==> config.mk <==
export PLATFORM = sky130hd
export DESIGN_NAME = pers_top
export DESIGN_NICKNAME = d
export VERILOG_FILES = /design/src/hw/pers_pkg.sv /design/src/hw/aeg_regs.sv /design/src/hw/pers_ctl.sv /design/src/hw/ev_req_issue.sv /design/src/hw/gvt_reduce.sv /design/src/hw/pers_top.sv
export SDC_FILE = /design/constraint.sdc
export NUM_CORES = 1
export LEC_CHECK = 0
export ABC_AREA = 1
export CAP_MARGIN = 20
export CORE_MARGIN = 1
export CORE_UTILIZATION = 44
export DETAILED_ROUTE_END_ITERATION = 7
export DONT_BUFFER_PORTS = 1
export PLACE_DENSITY = 0.71
export SETUP_SLACK_MARGIN = 0.2
export SYNTH_ARGS = -nofsm -noshare
export SYNTH_HDL_FRONTEND = slang
export SYNTH_SLANG_ARGS = --single-unit
==> constraint.sdc <==
create_clock -name clk -period 10.43 [get_ports clk]
set_input_delay 1.5645 -clock clk [delete_from_list [all_inputs] [get_ports clk]]
set_output_delay 1.5645 -clock clk [all_outputs]
set_load 0.05 [all_outputs]
==> src/hw/pers_pkg.sv <==
package pers_pkg;

   // --------------------------------------------------
   // Data widths
   // --------------------------------------------------

   // AEG word, also dispatch and CSR data
   typedef logic [63:0] aeg_data_t;
   // AEG index as sent by dispatch
   typedef logic [17:0] aeg_idx_t;
   // Memory virtual byte address
   typedef logic [47:0] vadr_t;
   // Event timestamp and GVT value
   typedef logic [15:0] gvt_t;
   // Record count of the event table
   typedef logic [31:0] ev_len_t;
   // Dispatch instruction code
   typedef logic [4:0]  inst_t;

   // Control FSM, encoding is what CSR_STATUS reports
   typedef enum logic [1:0] {
      ctl_idle     = 2'd0,
      ctl_running  = 2'd1,
      ctl_finished = 2'd2
   } ctl_state_t;

   // --------------------------------------------------
   // AEG map
   // --------------------------------------------------
   localparam int NUM_AEG       = 8;
   localparam int AEG_ADDR_BASE = 0;
   // Record count lives in the low 32 bits
   localparam int AEG_EV_LEN    = 3;
   localparam int AEG_GVT       = 4;

   // Dispatch and CSR codes
   localparam inst_t       INST_RUN   = 5'd0;
   localparam logic [15:0] CSR_STATUS = 16'h0;
   localparam logic [15:0] CSR_GVT    = 16'h1;

   // Memory controller command and size
   localparam logic [2:0] MC_CMD_RD  = 3'd1;
   localparam logic [1:0] MC_SIZE_64 = 2'd3;

   // Reported when the table holds no records
   localparam gvt_t GVT_EMPTY = '1;

endpackage

==> src/hw/aeg_regs.sv <==
`timescale 1ns/1ps

module aeg_regs (
   input  logic                clk,
   input  logic                reset,
   // Dispatch register access
   input  pers_pkg::aeg_idx_t  disp_aeg_idx,
   input  logic                disp_aeg_rd,
   input  logic                disp_aeg_wr,
   input  pers_pkg::aeg_data_t disp_aeg_wr_data,
   // GVT write-back from control
   input  logic                gvt_wr_en,
   input  pers_pkg::gvt_t      gvt_wr_data,
   // Read return
   output logic                disp_rtn_data_vld,
   output pers_pkg::aeg_data_t disp_rtn_data,
   output logic                aeg_idx_err,
   // Run arguments for the engine
   output pers_pkg::vadr_t     aeg_base,
   output pers_pkg::ev_len_t   aeg_len
);

   localparam int IDX_W = $clog2(pers_pkg::NUM_AEG);

   pers_pkg::aeg_data_t aeg_q [pers_pkg::NUM_AEG];
   logic                idx_ok;
   logic [IDX_W-1:0]    idx_lo;

   // Only the low bits select a register once the range is known good
   assign idx_ok = disp_aeg_idx < pers_pkg::aeg_idx_t'(pers_pkg::NUM_AEG);
   assign idx_lo = disp_aeg_idx[IDX_W-1:0];

   // --------------------------------------------------
   // Register array
   // --------------------------------------------------
   always_ff @(posedge clk) begin
      for (int i = 0; i < pers_pkg::NUM_AEG; i++) begin
         // Dispatch write wins over write-back
         if (disp_aeg_wr && idx_ok && idx_lo == IDX_W'(i)) begin
            aeg_q[i] <= disp_aeg_wr_data;
         end else if (i == pers_pkg::AEG_GVT && gvt_wr_en) begin
            // Zero-extended GVT
            aeg_q[i] <= pers_pkg::aeg_data_t'(gvt_wr_data);
         end
      end
   end

   // --------------------------------------------------
   // Read return and index check
   // --------------------------------------------------
   always_ff @(posedge clk) begin
      if (reset) begin
         disp_rtn_data_vld <= 1'b0;
         aeg_idx_err       <= 1'b0;
      end else begin
         disp_rtn_data_vld <= disp_aeg_rd;
         // Out of range on either strobe
         aeg_idx_err       <= (disp_aeg_rd || disp_aeg_wr) && !idx_ok;
      end
   end

   // Read data, zero for a bad index
   always_ff @(posedge clk) begin
      if (idx_ok) begin
         disp_rtn_data <= aeg_q[idx_lo];
      end else begin
         disp_rtn_data <= '0;
      end
   end

   // Steady for the whole run since the host is stalled
   assign aeg_base = aeg_q[pers_pkg::AEG_ADDR_BASE][$bits(pers_pkg::vadr_t)-1:0];
   assign aeg_len  = aeg_q[pers_pkg::AEG_EV_LEN][$bits(pers_pkg::ev_len_t)-1:0];

   // Host never reads and writes in one cycle
   a_no_rd_wr: assert property (@(posedge clk) disable iff (reset)
      !(disp_aeg_rd && disp_aeg_wr));

endmodule

==> src/hw/pers_ctl.sv <==
`timescale 1ns/1ps

module pers_ctl (
   input  logic                clk,
   input  logic                reset,
   // Dispatch instruction
   input  logic                disp_inst_vld,
   input  pers_pkg::inst_t     disp_inst,
   input  logic [3:0]          aeid,
   // Status from register file and engine
   input  logic                aeg_idx_err,
   input  logic                gvt_done,
   input  pers_pkg::gvt_t      gvt_value,
   // CSR read request
   input  logic                csr_rd_vld,
   input  logic [15:0]         csr_address,
   // Engine start and GVT write-back
   output logic                run_start,
   output logic                gvt_wr_en,
   output pers_pkg::gvt_t      gvt_wr_data,
   // Dispatch status
   output logic                disp_idle,
   output logic                disp_stall,
   output logic [15:0]         disp_exception,
   output logic [17:0]         disp_aeg_cnt,
   // CSR read return
   output logic                csr_rd_ack,
   output pers_pkg::aeg_data_t csr_rd_data
);

   pers_pkg::ctl_state_t state_q;
   pers_pkg::ctl_state_t state_d;
   pers_pkg::gvt_t       gvt_q;
   pers_pkg::aeg_data_t  csr_data_d;
   logic                 run_inst;
   logic                 run_inst_q;
   logic                 unimpl_q;
   logic                 gvt_take;

   // --------------------------------------------------
   // Dispatch decode
   // --------------------------------------------------
   assign run_inst = disp_inst_vld && (disp_inst == pers_pkg::INST_RUN);

   always_ff @(posedge clk) begin
      if (reset) begin
         run_inst_q <= 1'b0;
         unimpl_q   <= 1'b0;
      end else begin
         run_inst_q <= run_inst;
         // Anything but the run instruction
         unimpl_q   <= disp_inst_vld && (disp_inst != pers_pkg::INST_RUN);
      end
   end

   // --------------------------------------------------
   // Run FSM
   // --------------------------------------------------
   // Result accepted only while running
   assign gvt_take = (state_q == pers_pkg::ctl_running) && gvt_done;

   always_comb begin
      state_d = state_q;
      case (state_q)
         pers_pkg::ctl_idle: begin
            if (run_inst_q) begin
               state_d = pers_pkg::ctl_running;
            end
         end
         pers_pkg::ctl_running: begin
            // Other engines skip the work and finish at once
            if (aeid != 4'h0 || gvt_done) begin
               state_d = pers_pkg::ctl_finished;
            end
         end
         pers_pkg::ctl_finished: state_d = pers_pkg::ctl_idle;
         default:                state_d = pers_pkg::ctl_idle;
      endcase
   end

   always_ff @(posedge clk) begin
      if (reset) begin
         state_q   <= pers_pkg::ctl_idle;
         run_start <= 1'b0;
         gvt_wr_en <= 1'b0;
         gvt_q     <= '0;
      end else begin
         state_q   <= state_d;
         // High in the first running cycle, engine 0 only
         run_start <= (state_q == pers_pkg::ctl_idle) && run_inst_q && (aeid == 4'h0);
         // Write-back lands in AEG 4 at the end of the finished cycle
         gvt_wr_en <= gvt_take;
         if (gvt_take) begin
            gvt_q <= gvt_value;
         end
      end
   end

   assign gvt_wr_data = gvt_q;

   // --------------------------------------------------
   // Dispatch status
   // --------------------------------------------------
   assign disp_idle      = (state_q == pers_pkg::ctl_idle) && !run_inst_q;
   assign disp_stall     = (state_q != pers_pkg::ctl_idle) || run_inst || run_inst_q;
   // Bit 1 bad index, bit 0 unimplemented instruction
   assign disp_exception = {14'b0, aeg_idx_err, unimpl_q};
   assign disp_aeg_cnt   = 18'(pers_pkg::NUM_AEG);

   // --------------------------------------------------
   // CSR read port
   // --------------------------------------------------
   always_comb begin
      case (csr_address)
         pers_pkg::CSR_STATUS: csr_data_d = pers_pkg::aeg_data_t'(state_q);
         pers_pkg::CSR_GVT:    csr_data_d = pers_pkg::aeg_data_t'(gvt_q);
         default:              csr_data_d = '0;
      endcase
   end

   always_ff @(posedge clk) begin
      if (reset) begin
         csr_rd_ack <= 1'b0;
      end else begin
         csr_rd_ack <= csr_rd_vld;
      end
   end

   // Data only looked at with the ack
   always_ff @(posedge clk) begin
      csr_rd_data <= csr_data_d;
   end

   // Engine reports a result only during a run
   a_done_in_run: assert property (@(posedge clk) disable iff (reset)
      gvt_done |-> state_q == pers_pkg::ctl_running);

endmodule

==> src/hw/ev_req_issue.sv <==
`timescale 1ns/1ps

module ev_req_issue #(
   parameter int MAX_OUTSTANDING = 8
) (
   input  logic              clk,
   input  logic              reset,
   input  logic              run_start,
   input  pers_pkg::vadr_t   aeg_base,
   input  pers_pkg::ev_len_t aeg_len,
   // Memory request
   output logic              mc_rq_vld,
   output logic [2:0]        mc_rq_cmd,
   output logic [1:0]        mc_rq_size,
   output pers_pkg::vadr_t   mc_rq_vadr,
   input  logic              mc_rq_stall,
   // Response strobe, only counted here
   input  logic              mc_rs_vld
);

   localparam int PEND_W = $clog2(MAX_OUTSTANDING + 1);

   pers_pkg::vadr_t   base_q;
   pers_pkg::ev_len_t len_q;
   pers_pkg::ev_len_t rec_q;
   logic [PEND_W-1:0] pend_q;
   logic              reg_free;
   logic              room;
   logic              load;

   // Request register can take a new entry
   assign reg_free = !mc_rq_vld || !mc_rq_stall;
   // Pending covers in flight plus the one held here
   assign room     = pend_q < PEND_W'(MAX_OUTSTANDING);
   assign load     = reg_free && room && (rec_q != len_q) && !run_start;

   // --------------------------------------------------
   // Issue control
   // --------------------------------------------------
   always_ff @(posedge clk) begin
      if (reset) begin
         mc_rq_vld <= 1'b0;
         len_q     <= '0;
         rec_q     <= '0;
         pend_q    <= '0;
      end else begin
         if (run_start) begin
            len_q     <= aeg_len;
            rec_q     <= '0;
            mc_rq_vld <= 1'b0;
         end else if (reg_free) begin
            mc_rq_vld <= load;
            if (load) begin
               rec_q <= rec_q + 1'b1;
            end
         end
         // Loaded until its response comes back
         case ({load, mc_rs_vld})
            2'b10:   pend_q <= pend_q + 1'b1;
            2'b01:   pend_q <= pend_q - 1'b1;
            default: pend_q <= pend_q;
         endcase
      end
   end

   // Base plus 8 bytes per record
   always_ff @(posedge clk) begin
      if (run_start) begin
         base_q <= aeg_base;
      end
      if (load) begin
         mc_rq_vadr <= base_q + {13'b0, rec_q, 3'b000};
      end
   end

   assign mc_rq_cmd  = pers_pkg::MC_CMD_RD;
   assign mc_rq_size = pers_pkg::MC_SIZE_64;

   // Held request keeps its address
   a_rq_hold: assert property (@(posedge clk) disable iff (reset)
      mc_rq_vld && mc_rq_stall |=> mc_rq_vld && $stable(mc_rq_vadr));

endmodule

==> src/hw/gvt_reduce.sv <==
`timescale 1ns/1ps

module gvt_reduce #(
   parameter int MAX_OUTSTANDING = 8
) (
   input  logic                clk,
   input  logic                reset,
   input  logic                run_start,
   input  pers_pkg::ev_len_t   aeg_len,
   // Memory response
   input  logic                mc_rs_vld,
   input  pers_pkg::aeg_data_t mc_rs_data,
   // Result
   output logic                gvt_done,
   output pers_pkg::gvt_t      gvt_value
);

   pers_pkg::ev_len_t len_q;
   pers_pkg::ev_len_t cnt_q;
   pers_pkg::ev_len_t cnt_next;
   pers_pkg::gvt_t    rs_ts;
   logic              busy_q;
   logic              take;
   logic              last;

   // Timestamp sits in the low bits of the record
   assign rs_ts    = mc_rs_data[$bits(pers_pkg::gvt_t)-1:0];
   assign take     = busy_q && mc_rs_vld;
   assign cnt_next = cnt_q + 1'b1;
   assign last     = take && (cnt_next == len_q);

   // --------------------------------------------------
   // Response count and done
   // --------------------------------------------------
   always_ff @(posedge clk) begin
      if (reset) begin
         busy_q   <= 1'b0;
         cnt_q    <= '0;
         gvt_done <= 1'b0;
      end else begin
         // Empty table finishes right after start
         gvt_done <= (run_start && aeg_len == '0) || last;
         if (run_start) begin
            cnt_q  <= '0;
            busy_q <= aeg_len != '0;
         end else if (take) begin
            cnt_q <= cnt_next;
            if (last) begin
               busy_q <= 1'b0;
            end
         end
      end
   end

   // Running minimum over the responses in any order
   always_ff @(posedge clk) begin
      if (run_start) begin
         len_q     <= aeg_len;
         gvt_value <= pers_pkg::GVT_EMPTY;
      end else if (take && rs_ts < gvt_value) begin
         gvt_value <= rs_ts;
      end
   end

   // Memory never returns more than was asked for
   a_no_extra_rs: assert property (@(posedge clk) disable iff (reset)
      mc_rs_vld |-> busy_q);

endmodule

==> src/hw/pers_top.sv <==
`timescale 1ns/1ps

module pers_top #(
   parameter int MAX_OUTSTANDING = 8
) (
   input  logic                clk,
   input  logic                reset,
   // --------------------------------------------------
   // Dispatch
   // --------------------------------------------------
   input  logic                disp_inst_vld,
   input  pers_pkg::inst_t     disp_inst,
   input  pers_pkg::aeg_idx_t  disp_aeg_idx,
   input  logic                disp_aeg_rd,
   input  logic                disp_aeg_wr,
   input  pers_pkg::aeg_data_t disp_aeg_wr_data,
   output logic [17:0]         disp_aeg_cnt,
   output logic [15:0]         disp_exception,
   output logic                disp_idle,
   output logic                disp_stall,
   output logic                disp_rtn_data_vld,
   output pers_pkg::aeg_data_t disp_rtn_data,
   // --------------------------------------------------
   // CSR debug
   // --------------------------------------------------
   input  logic                csr_rd_vld,
   input  logic [15:0]         csr_address,
   output logic                csr_rd_ack,
   output pers_pkg::aeg_data_t csr_rd_data,
   // --------------------------------------------------
   // Memory controller port
   // --------------------------------------------------
   output logic                mc_rq_vld,
   output logic [2:0]          mc_rq_cmd,
   output logic [1:0]          mc_rq_size,
   output pers_pkg::vadr_t     mc_rq_vadr,
   input  logic                mc_rq_stall,
   input  logic                mc_rs_vld,
   input  pers_pkg::aeg_data_t mc_rs_data,
   // Engine identity
   input  logic [3:0]          aeid
);

   // Control to engine
   logic              run_start;
   // Register file to engine
   pers_pkg::vadr_t   aeg_base;
   pers_pkg::ev_len_t aeg_len;
   logic              aeg_idx_err;
   // Engine result back to control
   logic              gvt_done;
   pers_pkg::gvt_t    gvt_value;
   // Write-back into AEG 4
   logic              gvt_wr_en;
   pers_pkg::gvt_t    gvt_wr_data;

   aeg_regs i_aeg_regs (
      .clk               (clk),
      .reset             (reset),
      .disp_aeg_idx      (disp_aeg_idx),
      .disp_aeg_rd       (disp_aeg_rd),
      .disp_aeg_wr       (disp_aeg_wr),
      .disp_aeg_wr_data  (disp_aeg_wr_data),
      .gvt_wr_en         (gvt_wr_en),
      .gvt_wr_data       (gvt_wr_data),
      .disp_rtn_data_vld (disp_rtn_data_vld),
      .disp_rtn_data     (disp_rtn_data),
      .aeg_idx_err       (aeg_idx_err),
      .aeg_base          (aeg_base),
      .aeg_len           (aeg_len)
   );

   pers_ctl i_pers_ctl (
      .clk            (clk),
      .reset          (reset),
      .disp_inst_vld  (disp_inst_vld),
      .disp_inst      (disp_inst),
      .aeid           (aeid),
      .aeg_idx_err    (aeg_idx_err),
      .gvt_done       (gvt_done),
      .gvt_value      (gvt_value),
      .csr_rd_vld     (csr_rd_vld),
      .csr_address    (csr_address),
      .run_start      (run_start),
      .gvt_wr_en      (gvt_wr_en),
      .gvt_wr_data    (gvt_wr_data),
      .disp_idle      (disp_idle),
      .disp_stall     (disp_stall),
      .disp_exception (disp_exception),
      .disp_aeg_cnt   (disp_aeg_cnt),
      .csr_rd_ack     (csr_rd_ack),
      .csr_rd_data    (csr_rd_data)
   );

   // Stage 1, request issue
   ev_req_issue #(
      .MAX_OUTSTANDING (MAX_OUTSTANDING)
   ) i_ev_req_issue (
      .clk         (clk),
      .reset       (reset),
      .run_start   (run_start),
      .aeg_base    (aeg_base),
      .aeg_len     (aeg_len),
      .mc_rq_vld   (mc_rq_vld),
      .mc_rq_cmd   (mc_rq_cmd),
      .mc_rq_size  (mc_rq_size),
      .mc_rq_vadr  (mc_rq_vadr),
      .mc_rq_stall (mc_rq_stall),
      .mc_rs_vld   (mc_rs_vld)
   );

   // Stage 2, minimum reduction
   gvt_reduce #(
      .MAX_OUTSTANDING (MAX_OUTSTANDING)
   ) i_gvt_reduce (
      .clk        (clk),
      .reset      (reset),
      .run_start  (run_start),
      .aeg_len    (aeg_len),
      .mc_rs_vld  (mc_rs_vld),
      .mc_rs_data (mc_rs_data),
      .gvt_done   (gvt_done),
      .gvt_value  (gvt_value)
   );

endmodule

==> results.sh <==
export IMPL_gr_total_overflow=0
export IMPL_dp_hpwl_um=64300
export IMPL_synth_edf_count=592
export IMPL_htreeDepth=3
export IMPL_hold_violations=0
export IMPL_io_buffers=0
export IMPL_drt_iter0_markers=2335
export IMPL_yosysUniqueCellTypes=51
export IMPL_hold_ws_ps=422
export IMPL_cts_post_setup_buffers_inserted=0
export IMPL_cp_start_kind="primary input"
export IMPL_core_um2=82000
export IMPL_routed_wl_um=97400
export IMPL_slew_headroom_pct=29.5
export IMPL_status="finished clean"
export IMPL_hp_class="reg2reg"
export IMPL_fin_crit_sh_pct=39.6
export IMPL_synth_flop_cell="edfxtp_1"
export IMPL_powerDensity_nw_per_um2=193
export IMPL_area_growth_pct=10.7
export IMPL_clk_pin_slew_ps=60
export IMPL_drc=0
export IMPL_rrSetupSlack_ps=7240
export IMPL_clk_latency_ps=670
export IMPL_fin_tns_setup_ps=0
export IMPL_critPathCaptureType="flip-flop"
export IMPL_ctsResizeCount=0
export IMPL_yosysWarnings=0
export IMPL_worstMarginPinSlew_ps=1050
export IMPL_cap_violations=0
export IMPL_crit_end="i_aeg_regs.aeg_q[0][12]$_DFFE_PP_"
export IMPL_antenna_found_initial=2
export IMPL_netlist_area_um2=36400
export IMPL_drv_slew=0
export IMPL_ant_nets=0
export IMPL_cts_root_buf="clkbuf_16"
export IMPL_drt_vias_per_instance=5.59
export IMPL_r2r_end="i_ev_req_issue.rec_q[0]$_SDFFE_PP0P_"
export IMPL_num_vias=25400
export IMPL_cts_sinks=864
export IMPL_path_class="in2reg"
export IMPL_firstDrtPassIters=6
export IMPL_wl_per_cell_um=21.5
export IMPL_grt_usage_pct=22.8
export IMPL_syn_avg_cell_area_um2=10.7
export IMPL_io_pins=399
export IMPL_timing_final_ws_setup_ps=6300
export IMPL_timing_rr_start="i_ev_req_issue.rec_q[17]$_SDFFE_PP0P_"
export IMPL_clockBufferDepth=3
export IMPL_period_needed_ps=4130
export IMPL_netlist_instances=3405
export IMPL_grt_pass1_vias=24700
export IMPL_vdd_drop_max_mv=0.160
export IMPL_cts_tree="built"
export IMPL_rows=105
export IMPL_grt_max_degree=88
export IMPL_crit_start="disp_aeg_idx[0]"
export IMPL_fmax_mhz=242
export IMPL_ys_seq_elements=864
export IMPL_rsz0062_at_grt="no"
export IMPL_finalSetupViolCount=0
export IMPL_globalplace_congestion=0.936
export IMPL_pre_cts_ws_ps=5600
export IMPL_worst_ep_required_time_ps=10670
export IMPL_skew_ps=58.0
export IMPL_ys_seq_area_share_pct=63.7
export IMPL_chipWidth_um=290
export IMPL_cts_buffers=90
export IMPL_reg2reg_depth=10
export IMPL_drive_gt1_share_pct=7.04
export IMPL_hold_buffers=0
export IMPL_p_leak_nw=14.5
export IMPL_diodes=0
export IMPL_final_nets=3621
export IMPL_start_util_pct=44.5
export IMPL_critPathArrivalTime_ps=4370
export IMPL_grt_pass1_wl_um=147000
export IMPL_synthArstFlopShare_pct=0
export IMPL_fin_util_pct=49.2
export IMPL_dieArea_um2=84000
export IMPL_path_max_fanout=56
export IMPL_fp_dieH_um=290
synthesized netlist by cell type, types with 5 or more instances:
library cell	count	area, um^2
nand4_1	47	294
nand2_2	11	68.8
o21a_1	7	52.6
or2_2	8	50.1
o21bai_1	12	90.1
ha_1	52	651
a22oi_1	177	1330
nor2_4	5	56.3
xnor2_1	40	350
dfxtp_1	272	5450
buf_2	18	90.1
a41oi_1	40	350
nand3_1	188	941
xor2_1	50	438
o21ai_0	154	771
clkbuf_1	104	390
a21o_1	5	37.5
a31oi_1	32	200
buf_4	89	668
o211ai_1	13	97.6
inv_1	325	1220
nand2_1	599	2250
nand3b_1	25	188
buf_1	10	37.5
edfxtp_1	592	17800
nor4_1	24	150
nor3_1	35	175
o21ai_1	7	35.0
nor2_1	209	785
a21oi_1	165	826
inv_2	6	22.5
o22ai_1	39	244
nor2_2	10	62.6
cell usage in the layout (no fill, tap or decap), types with 50 or more instances in the layout:
master,Yosys,routed
edfxtp_1,592,592
o21ai_0,154,154
inv_1,325,322
nor2_1,209,199
clkbuf_16,0,95
a21oi_1,165,165
ha_1,52,52
nand2_1,599,599
conb_1,2,85
a22oi_1,177,177
dfxtp_1,272,271
xor2_1,50,50
nand3_1,188,187
logic make-up (layout without fill, tap and decap cells):
logic type,count (synthesis),in the layout,synth area share (%)
xor+xnor,90,90,2.16
simple gates,1172,1172,14.0
buf+inv,555,533,6.70
compound gates,668,668,11.5
flops,864,864,63.7
fa+ha+maj,54,54,1.89
other cells,2,85,0.0206
flip-flops by register name (all words and copies together), names as in the netlist, 2 cells and up:
| register | count |
|---|---|
| i_pers_ctl.csr_rd_data | 16 |
| i_ev_req_issue.base_q | 48 |
| i_pers_ctl.gvt_wr_data | 16 |
| i_gvt_reduce.len_q | 32 |
| i_pers_ctl.state_q | 2 |
| i_ev_req_issue.rec_q | 32 |
| i_ev_req_issue.mc_rq_vadr | 48 |
| i_gvt_reduce.gvt_value | 16 |
| i_ev_req_issue.len_q | 32 |
| i_gvt_reduce.cnt_q | 32 |
| i_aeg_regs.aeg_q | 512 |
| i_ev_req_issue.pend_q | 4 |
| i_aeg_regs.disp_rtn_data | 64 |
worst min path at each step:
stage | start | end | slack (ps) | depth (start not counted)
after CTS | i_ev_req_issue.base_q[0]$_DFFE_PP_ | i_ev_req_issue.mc_rq_vadr[0]$_DFFE_PP_ | 420 | 0
after global placement | i_ev_req_issue.base_q[1]$_DFFE_PP_ | i_ev_req_issue.mc_rq_vadr[1]$_DFFE_PP_ | 400 | 0
after detailed placement | i_ev_req_issue.base_q[0]$_DFFE_PP_ | i_ev_req_issue.mc_rq_vadr[0]$_DFFE_PP_ | 410 | 0
final | i_ev_req_issue.base_q[0]$_DFFE_PP_ | i_ev_req_issue.mc_rq_vadr[0]$_DFFE_PP_ | 420 | 0
after global routing | i_ev_req_issue.base_q[0]$_DFFE_PP_ | i_ev_req_issue.mc_rq_vadr[0]$_DFFE_PP_ | 440 | 0
after floorplan | i_ev_req_issue.base_q[0]$_DFFE_PP_ | i_ev_req_issue.mc_rq_vadr[0]$_DFFE_PP_ | 400 | 0
cell type report:
class                   count  area (um^2)
clock buffers             126         2570
well taps                1070         1340
repair buffers             30          245
flip-flops and latches    864        23200
multi-input cells        2069        11200
clock inverters            44          531
inverters                 333         1260
fillers                  7172        41600
critical path, stage by stage:
cell    delay [ps]
nor2_4          70
buf_4          590
inv_1          600
nor2_4         750
buf_4          710
where the power goes:
part	switching [W]	total (W)	internal [W]
sequential	0.000281	0.00406	0.00377
combinational	0.000335	0.000418	0.0000834
clock	0.00137	0.00329	0.00192
total	0.00199	0.00777	0.00578
through the flow:
| stage | instance area (um^2) | instances | total power, W |
|---|---|---|---|
| 6_report | 40400 | 4536 | 0.00777 |
| 5_1_grt | 40400 | 4536 | 0.00800 |
| 4_1_cts | 40300 | 4534 | 0.00781 |
| 3_5_place_dp | 37200 | 4364 | 0.00455 |
| 3_3_place_gp | 37200 | 4364 | 0.00454 |
| 2_1_floorplan | 36800 | 3488 | 0.00445 |
metal layers:
layer / global-route usage, % / vias up / wire length (um)
met4: 6.19 / 2 / 2100
li1: - / 11800 / -
met3: 5.68 / 137 / 9110
met1: 30.3 / 12400 / 40100
met5: 0 / - / 8
met2: 37.2 / 1088 / 46100
No activity file was read; power rests on OpenSTA's default activity.
